## src/stream_pkg.sv

```systemverilog
`default_nettype none

package stream_pkg;

    ////////////////////////////////////////////////////////////
    // adc side
    ////////////////////////////////////////////////////////////

    localparam int SAMPLE_BITS   = 14; // significant bits per channel
    localparam int ADC_WORD_BITS = 16; // channel port width

    ////////////////////////////////////////////////////////////
    // usb and memory words
    ////////////////////////////////////////////////////////////

    localparam int USB_WORD_BITS = 32; // ft601 bus, also stream word
    localparam int USB_BE_BITS   = USB_WORD_BITS / 8; // one enable per byte

    localparam int LANES         = 4; // 32-bit words per memory word
    localparam int LANE_BITS     = $clog2(LANES);
    localparam int MEM_WORD_BITS = LANES * USB_WORD_BITS; // 128

    // buffer depths
    localparam int IN_FIFO_DEPTH  = 16; // input and output word fifos
    localparam int MEM_FIFO_DEPTH = 8;  // stand-in for the ddr3 vfifo

    typedef logic [USB_WORD_BITS-1:0] usb_word_t;
    typedef logic [MEM_WORD_BITS-1:0] mem_word_t;

    // ft601 write side
    typedef enum logic {
        TX_IDLE,  // nothing held
        TX_WRITE  // word parked on the bus
    } tx_state_t;

endpackage : stream_pkg

`default_nettype wire

```

## src/afe_ft601_top.sv

```systemverilog
`default_nettype none

// adc samples -> pack -> memory buffer -> unpack -> ft601 write bus
module afe_ft601_top (
    input  wire logic                                ui_clk,
    input  wire logic                                rst,
    input  wire logic                                adc_valid,
    input  wire logic [stream_pkg::ADC_WORD_BITS-1:0] adc_ch0,
    input  wire logic [stream_pkg::ADC_WORD_BITS-1:0] adc_ch1,
    output logic                                     adc_ready,
    input  wire logic                                usb_txe_n,
    output logic [stream_pkg::USB_WORD_BITS-1:0]     usb_data,
    output logic [stream_pkg::USB_BE_BITS-1:0]       usb_be,
    output logic                                     usb_wr_n
);

    import stream_pkg::*;

    localparam int PAD_BITS = ADC_WORD_BITS - SAMPLE_BITS; // zeros above each field

    usb_word_t adc_word;

    // input fifo -> packer
    logic      in_valid;
    logic      in_ready;
    usb_word_t in_word;

    // packer -> memory fifo
    logic      pk_valid;
    logic      pk_ready;
    mem_word_t pk_word;

    // memory fifo -> unpacker
    logic      mf_valid;
    logic      mf_ready;
    mem_word_t mf_word;

    // unpacker -> output fifo
    logic      up_valid;
    logic      up_ready;
    usb_word_t up_word;

    // output fifo -> transmitter
    logic      of_valid;
    logic      of_ready;
    usb_word_t of_word;

    ////////////////////////////////////////////////////////////
    // sample formatting, ch1 high half, ch0 low half
    ////////////////////////////////////////////////////////////

    assign adc_word = {{PAD_BITS{1'b0}}, adc_ch1[SAMPLE_BITS-1:0],
                       {PAD_BITS{1'b0}}, adc_ch0[SAMPLE_BITS-1:0]};

    stream_fifo #(.WIDTH(USB_WORD_BITS), .DEPTH(IN_FIFO_DEPTH)) u_in_fifo (
        .ui_clk(ui_clk), .rst(rst),
        .in_valid(adc_valid), .in_data(adc_word), .in_ready(adc_ready),
        .out_valid(in_valid), .out_data(in_word), .out_ready(in_ready)
    );

    bit_packer u_bit_packer (
        .ui_clk(ui_clk), .rst(rst),
        .in_valid(in_valid), .in_data(in_word), .in_ready(in_ready),
        .out_valid(pk_valid), .out_data(pk_word), .out_ready(pk_ready)
    );

    // ddr3 vfifo stand-in
    stream_fifo #(.WIDTH(MEM_WORD_BITS), .DEPTH(MEM_FIFO_DEPTH)) u_mem_fifo (
        .ui_clk(ui_clk), .rst(rst),
        .in_valid(pk_valid), .in_data(pk_word), .in_ready(pk_ready),
        .out_valid(mf_valid), .out_data(mf_word), .out_ready(mf_ready)
    );

    bit_unpacker u_bit_unpacker (
        .ui_clk(ui_clk), .rst(rst),
        .in_valid(mf_valid), .in_data(mf_word), .in_ready(mf_ready),
        .out_valid(up_valid), .out_data(up_word), .out_ready(up_ready)
    );

    stream_fifo #(.WIDTH(USB_WORD_BITS), .DEPTH(IN_FIFO_DEPTH)) u_out_fifo (
        .ui_clk(ui_clk), .rst(rst),
        .in_valid(up_valid), .in_data(up_word), .in_ready(up_ready),
        .out_valid(of_valid), .out_data(of_word), .out_ready(of_ready)
    );

    ft601_tx u_ft601_tx (
        .ui_clk(ui_clk), .rst(rst),
        .in_valid(of_valid), .in_data(of_word), .in_ready(of_ready),
        .usb_txe_n(usb_txe_n), .usb_data(usb_data), .usb_be(usb_be),
        .usb_wr_n(usb_wr_n)
    );

endmodule : afe_ft601_top

`default_nettype wire

```

## src/bit_packer.sv

```systemverilog
`default_nettype none

// four 32-bit words into one 128-bit memory word, lane 0 in the low bits
module bit_packer (
    input  wire logic                 ui_clk,
    input  wire logic                 rst,
    input  wire logic                 in_valid,
    input  wire stream_pkg::usb_word_t in_data,
    output logic                      in_ready,
    output logic                      out_valid,
    output stream_pkg::mem_word_t     out_data,
    input  wire logic                 out_ready
);

    import stream_pkg::*;

    logic [LANE_BITS-1:0] lane_cnt;  // next lane to fill
    mem_word_t            pack_q;    // word under assembly
    logic                 full_q;    // all lanes filled, waiting for taker

    logic take_in;
    logic give_out;

    assign in_ready  = !full_q || out_ready; // next group starts as this one leaves
    assign out_valid = full_q;
    assign out_data  = pack_q;

    assign take_in  = in_valid && in_ready;
    assign give_out = out_valid && out_ready;

    // payload lanes
    always_ff @(posedge ui_clk) begin
        if (take_in) begin
            pack_q[lane_cnt*USB_WORD_BITS +: USB_WORD_BITS] <= in_data;
        end
    end

    always_ff @(posedge ui_clk) begin
        if (rst) begin
            lane_cnt <= '0;
            full_q   <= 1'b0;
        end else begin
            if (take_in) begin
                if (lane_cnt == LANE_BITS'(LANES - 1)) begin
                    lane_cnt <= '0;
                    full_q   <= 1'b1; // valid on the fourth word's edge
                end else begin
                    lane_cnt <= lane_cnt + 1'b1;
                end
            end
            if (give_out) begin
                full_q <= 1'b0; // word handed to the memory fifo
            end
        end
    end

    // counter parked at lane 0 while a packed word waits
    a_lane_park: assert property (@(posedge ui_clk) disable iff (rst)
        full_q |-> (lane_cnt == '0));

endmodule : bit_packer

`default_nettype wire

```

## src/bit_unpacker.sv

```systemverilog
`default_nettype none

// one 128-bit memory word out as four 32-bit words, lane 0 first
module bit_unpacker (
    input  wire logic                  ui_clk,
    input  wire logic                  rst,
    input  wire logic                  in_valid,
    input  wire stream_pkg::mem_word_t in_data,
    output logic                       in_ready,
    output logic                       out_valid,
    output stream_pkg::usb_word_t      out_data,
    input  wire logic                  out_ready
);

    import stream_pkg::*;

    mem_word_t            hold_q;   // current memory word
    logic                 full_q;   // hold_q has lanes left
    logic [LANE_BITS-1:0] lane_idx; // lane on the output

    logic last_lane;
    logic take_in;
    logic give_out;

    assign last_lane = (lane_idx == LANE_BITS'(LANES - 1));
    assign give_out  = out_valid && out_ready;

    // idle, or the last lane leaves on this edge
    assign in_ready = !full_q || (last_lane && out_ready);
    assign take_in  = in_valid && in_ready;

    assign out_valid = full_q;
    assign out_data  = hold_q[lane_idx*USB_WORD_BITS +: USB_WORD_BITS];

    always_ff @(posedge ui_clk) begin
        if (take_in) begin
            hold_q <= in_data;
        end
    end

    always_ff @(posedge ui_clk) begin
        if (rst) begin
            full_q   <= 1'b0;
            lane_idx <= '0;
        end else if (take_in) begin
            full_q   <= 1'b1; // fresh word, start at lane 0
            lane_idx <= '0;
        end else if (give_out) begin
            if (last_lane) begin
                full_q   <= 1'b0; // word released
                lane_idx <= '0;
            end else begin
                lane_idx <= lane_idx + 1'b1;
            end
        end
    end

endmodule : bit_unpacker

`default_nettype wire

```

## src/ft601_tx.sv

```systemverilog
`default_nettype none

// ft601 245-mode write side, one word per txe_n window
module ft601_tx (
    input  wire logic                               ui_clk,
    input  wire logic                               rst,
    input  wire logic                               in_valid,
    input  wire stream_pkg::usb_word_t              in_data,
    output logic                                    in_ready,
    input  wire logic                               usb_txe_n,  // low = device has room
    output stream_pkg::usb_word_t                   usb_data,
    output logic [stream_pkg::USB_BE_BITS-1:0]      usb_be,
    output logic                                    usb_wr_n
);

    import stream_pkg::*;

    tx_state_t state_q;
    usb_word_t data_q;  // word driven on the bus

    logic take_in;
    logic bus_xfer;

    assign in_ready = (state_q == TX_IDLE);
    assign take_in  = in_valid && in_ready;

    // wr_n follows txe_n in the same cycle while a word is held
    assign bus_xfer = (state_q == TX_WRITE) && !usb_txe_n;

    assign usb_wr_n = !bus_xfer;
    assign usb_be   = bus_xfer ? '1 : '0; // all bytes valid, 32-bit only
    assign usb_data = data_q;

    always_ff @(posedge ui_clk) begin
        if (take_in) begin
            data_q <= in_data;
        end
    end

    ////////////////////////////////////////////////////////////
    // fsm
    ////////////////////////////////////////////////////////////

    always_ff @(posedge ui_clk) begin
        if (rst) begin
            state_q <= TX_IDLE;
        end else begin
            case (state_q)
                TX_IDLE: begin
                    if (take_in) begin
                        state_q <= TX_WRITE;
                    end
                end
                TX_WRITE: begin
                    if (bus_xfer) begin
                        state_q <= TX_IDLE; // ready again next cycle
                    end
                end
                default: state_q <= TX_IDLE;
            endcase
        end
    end

    // parked word does not change under a stalled device
    a_bus_hold: assert property (@(posedge ui_clk) disable iff (rst)
        (state_q == TX_WRITE && usb_wr_n) |=> $stable(usb_data));

endmodule : ft601_tx

`default_nettype wire

```

## src/stream_fifo.sv

```systemverilog
`default_nettype none

// plain circular buffer, valid/ready on both sides
module stream_fifo #(
    parameter int WIDTH = stream_pkg::USB_WORD_BITS,
    parameter int DEPTH = stream_pkg::IN_FIFO_DEPTH
) (
    input  wire logic             ui_clk,
    input  wire logic             rst,
    input  wire logic             in_valid,
    input  wire logic [WIDTH-1:0] in_data,
    output logic                  in_ready,
    output logic                  out_valid,
    output logic      [WIDTH-1:0] out_data,
    input  wire logic             out_ready
);

    localparam int PTR_W = (DEPTH > 1) ? $clog2(DEPTH) : 1;
    localparam int CNT_W = $clog2(DEPTH + 1);

    logic [WIDTH-1:0] mem [DEPTH]; // storage
    logic [PTR_W-1:0] wr_ptr;
    logic [PTR_W-1:0] rd_ptr;
    logic [CNT_W-1:0] count;       // words held

    logic do_wr;
    logic do_rd;

    assign in_ready  = (count != CNT_W'(DEPTH)); // low only when full
    assign out_valid = (count != '0);
    assign out_data  = mem[rd_ptr];                // head word, combinational

    assign do_wr = in_valid && in_ready;
    assign do_rd = out_valid && out_ready;

    always_ff @(posedge ui_clk) begin
        if (do_wr) begin
            mem[wr_ptr] <= in_data;
        end
    end

    always_ff @(posedge ui_clk) begin
        if (rst) begin
            wr_ptr <= '0;
            rd_ptr <= '0;
            count  <= '0;
        end else begin
            if (do_wr) begin
                wr_ptr <= (wr_ptr == PTR_W'(DEPTH - 1)) ? '0 : wr_ptr + 1'b1;
            end
            if (do_rd) begin
                rd_ptr <= (rd_ptr == PTR_W'(DEPTH - 1)) ? '0 : rd_ptr + 1'b1;
            end
            case ({do_wr, do_rd})
                2'b10:   count <= count + 1'b1;
                2'b01:   count <= count - 1'b1;
                default: count <= count; // both or neither
            endcase
        end
    end

    ////////////////////////////////////////////////////////////
    // checks
    ////////////////////////////////////////////////////////////

    // occupancy bound
    a_count_bound: assert property (@(posedge ui_clk) disable iff (rst)
        count <= CNT_W'(DEPTH));

    // head word parked while consumer stalls
    a_head_stable: assert property (@(posedge ui_clk) disable iff (rst)
        (out_valid && !out_ready) |=> (out_valid && $stable(out_data)));

endmodule : stream_fifo

`default_nettype wire

```

## config.mk

```make
export PLATFORM = sky130hd
export DESIGN_NAME = afe_ft601_top
export DESIGN_NICKNAME = d
export VERILOG_FILES = /design/src/stream_pkg.sv /design/src/afe_ft601_top.sv /design/src/bit_packer.sv /design/src/bit_unpacker.sv /design/src/ft601_tx.sv /design/src/stream_fifo.sv
export SDC_FILE = /design/constraint.sdc
export NUM_CORES = 2
export LEC_CHECK = 0
export ABC_AREA = 1
export BUFFER_PORTS_ARGS = -buffer_cell sky130_fd_sc_hd__buf_2
export CAP_MARGIN = 0
export CORE_MARGIN = 5
export CORE_UTILIZATION = 25
export CTS_CLUSTER_SIZE = 25
export DETAILED_ROUTE_END_ITERATION = 7
export GPL_ROUTABILITY_DRIVEN = 0
export PLACE_DENSITY = 0.4
export SKIP_LAST_GASP = 1
export SYNTH_ARGS = -nofsm -noshare
export SYNTH_HDL_FRONTEND = slang
export SYNTH_HIERARCHICAL = 1
export SYNTH_SLANG_ARGS = --single-unit
```

## constraint.sdc

```tcl
create_clock -name ui_clk -period 15.96 [get_ports ui_clk]
set_input_delay 0.798 -clock ui_clk [delete_from_list [all_inputs] [get_ports ui_clk]]
set_output_delay 0.798 -clock ui_clk [all_outputs]
set_load 0.02 [all_outputs]
```

==> impl_metrics.yaml <==
floorplanning:
  io_pins: 74
  core_um2: 382000
  start_util_pct: 25.1
  die_w_um: 629
  num_rows: 227
  fp.dieH_um: 629
  die_area_um2: 395000
worst_setup_path:
  max_stage_delay_ns: 0.82
  crit_chain: "buf_4 -> buf_4 -> buf_4 -> a21oi_1 -> o21ai_1 -> nand3_1 -> nand3_1 -> nand2_1 -> inv_1 -> nor3_1"
  end_kind: "flop"
  reg2reg_slack_ns: 11.21
  cpMostUsedCell: "buf_4"
  crit_slowest_cell: "dfxtp_4"
  crit_type: "reg -> reg"
  crit_required_ns: 16.49
  rr_endpoint: "u_bit_packer/out_data[21]"
  critPathMaxFanout: 91
  setup.worst_path.start_class: "flop"
  worstPathArrival_ns: 5.28
  worstRegToRegCells: 10
timing:
  period_share_pct: 29.8
  report.final.slew_viol_count: 0
  setup_violations: 0
  tightest_slew_ns: 1.09
  clock_skew_ns: 0.0416
  finalSetupTns_ns: 0
  max_slew_margin_pct: 27.0
  fmax_mhz: 210
  period_needed_ns: 4.75
  finalHoldViolations: 0
  rsz0062_at_grt: "false"
synth:
  synth_warnings: 6
  synth_edf_count: 2336
  synth_async_sr_flop_share_pct: 0
  postSynthAreaPerCell_um2: 13.0
  ys.flop_type: "edfxtp_1"
  syn_inst: 7336
  ys_seq_elements: 2390
  synth.cell_area_um2: 95700
  ys_seq_area_share_pct: 74.5
  yosys.area.top_type: "edfxtp_1"
  synth.top_cell.area_share_pct: 73.3
  synth.distinct_cells: 36
  synth_area_leaders: "edfxtp_1 73%, nand2_1 3.8%, o21ai_0 2.9%"
power_and_ir_drop:
  power_density_nw_per_um2: 178
  ir_drop_mv: 0.171
  cellLeakagePower_nw: 37.0
  power_mw: 19.4
worst_hold_path:
  hold_depth: 5
  holdPathEnd: "u_ft601_tx/state_q"
  min-delay-start: "usb_txe_n"
  min_path_type: "in -> reg"
status:
  outcome: "finished, final reports clean"
cts:
  clkLatencyLatePin_ns: 0.83
  cts-htree-levels: 5
  cts_resized: 0
  cts_tree: "built"
  cts_buffers: 267
  clockRootBuffer: "clkbuf_16"
  clock_path_buffers: 4
  post-cts-setup-buffers: 0
  postCtsHoldBufs: 0
  cts_sinks: 2390
  clk_pin_slew_worst_paths_ns: 0.06
drt:
  drtPass1Iterations: 5
  avgViaCountPerCell: 4.38
  ant_nets: 0
  drtIter0Drc: 3725
  drc_errors: 0
  wl_per_cell_um: 20.4
  routed_wl_um: 258000
  vias: 55300
cells_and_area:
  area.sequential_um2: 71300
  most-common-layout-cells: "2336 x edfxtp_1, 975 x nand2_1, 681 x inv_1, 640 x nor2_1, 545 x o21ai_0"
  area_growth_pct: 14.2
  layout_commonest_cell: "edfxtp_1"
  utilization_pct: 28.6
  nFillCells: 38700
  multiInputGateArea_um2: 19700
  drive_gt1_share_pct: 8.20
  nets: 7473
  stdcell_area_um2: 109000
placement:
  place_area_um2: 101000
  port_buffers: 69
  dp_hpwl_um: 126000
global_routing:
  grt_pass1_vias: 54600
  grt-ovfl-total: 0
  grt_max_degree: 249
  antenna_found_initial: 20
  grt_first_pass_wirelength_um: 376000
  grt_util_all_layers_pct: 12.7
flow_run:
  cap_violations: 0
==> synth_stat cells, drive strengths merged (6+ instances only) <==
cell type / count
a21oi: 286
buf: 268
clkbuf: 171
dfxtp: 54
edfxtp: 2336
ha: 29
inv: 690
mux2i: 128
nand2: 978
nand3: 418
nor2: 682
nor3: 38
o211ai: 288
o21ai: 820
o22ai: 128
xnor2: 6
==> worst max-delay path, delay by kind of cell, from the launching register on <==
kind            cells  cell delay (ns)
compound gates      2             0.27
buf+inv             4             2.52
simple gates        4             0.63
flops               1             0.82
==> per-layer routing <==
layer  global-route usage, %  share of wire (%)  up-vias  wire [um]
met5                       0              0.038        -         99
met4                    3.06                2.3       18       5900
met3                    1.88                3.8      383       9820
met2                    21.8                 49      908     125000
met1                    16.9                 45    27800     117000
li1                        -                  -    26200          -
==> state kept, by name (all words and copies together), names as in the netlist, 5 cells and up, named ones only <==
name,count
u_mem_fifo/mem,1024
u_in_fifo/mem,512
u_out_fifo/mem,512
u_bit_packer/out_data,128
u_bit_unpacker/hold_q,128
u_ft601_tx/usb_data,32
u_in_fifo/count,5
u_out_fifo/count,5
==> power by group <==
group          leakage (nW)  switching [mW]  internal (mW)
Sequential             21.7           0.479           8.15
Clock                  3.91            2.42           3.39
Combinational          11.4            3.73           1.27
Total                  37.0            6.63           12.8
==> per-stage QoR <==
stage / hold WS, ns / worst slack [ns] / instances
finish: 0.342 / 11.21 / 12600
floorplan: 0.459 / 9.12 / 7399
global route: 0.307 / 10.72 / 12600
CTS: 0.274 / 11.19 / 12600
detailed placement: 0.476 / 11.19 / 12200
global placement: 0.481 / 11.21 / 12200
==> cell type report <==
type / instances / share of cell area, %
repair buffers: 179 / 1.19
multi-input cells: 3880 / 18.0
clock buffers: 346 / 6.58
flip-flops and latches: 2390 / 65.2
clock inverters: 108 / 0.786
well taps: 5038 / 5.77
diodes: 12 / 0.0275
inverters: 690 / 2.40
==> cells by family after synthesis <==
group	synth area share [%]
compound gates	9.08
flops	74.5
mux	1.34
other cells	0.00392
xor+xnor	0.101
fa+ha+maj	0.379
buf+inv	5.60
simple gates	9.05
==> worst max-delay path by stage <==
stage                                     end  slack [ns]
global route        u_bit_packer/out_data[22]       10.72
detailed placement  u_bit_packer/out_data[22]       11.19
finish              u_bit_packer/out_data[21]       11.21
floorplan                u_mem_fifo/mem[1][0]        9.12
global placement    u_bit_packer/out_data[22]       11.21
CTS                 u_bit_packer/out_data[22]       11.19
No activity file was read; power rests on OpenSTA's default activity.
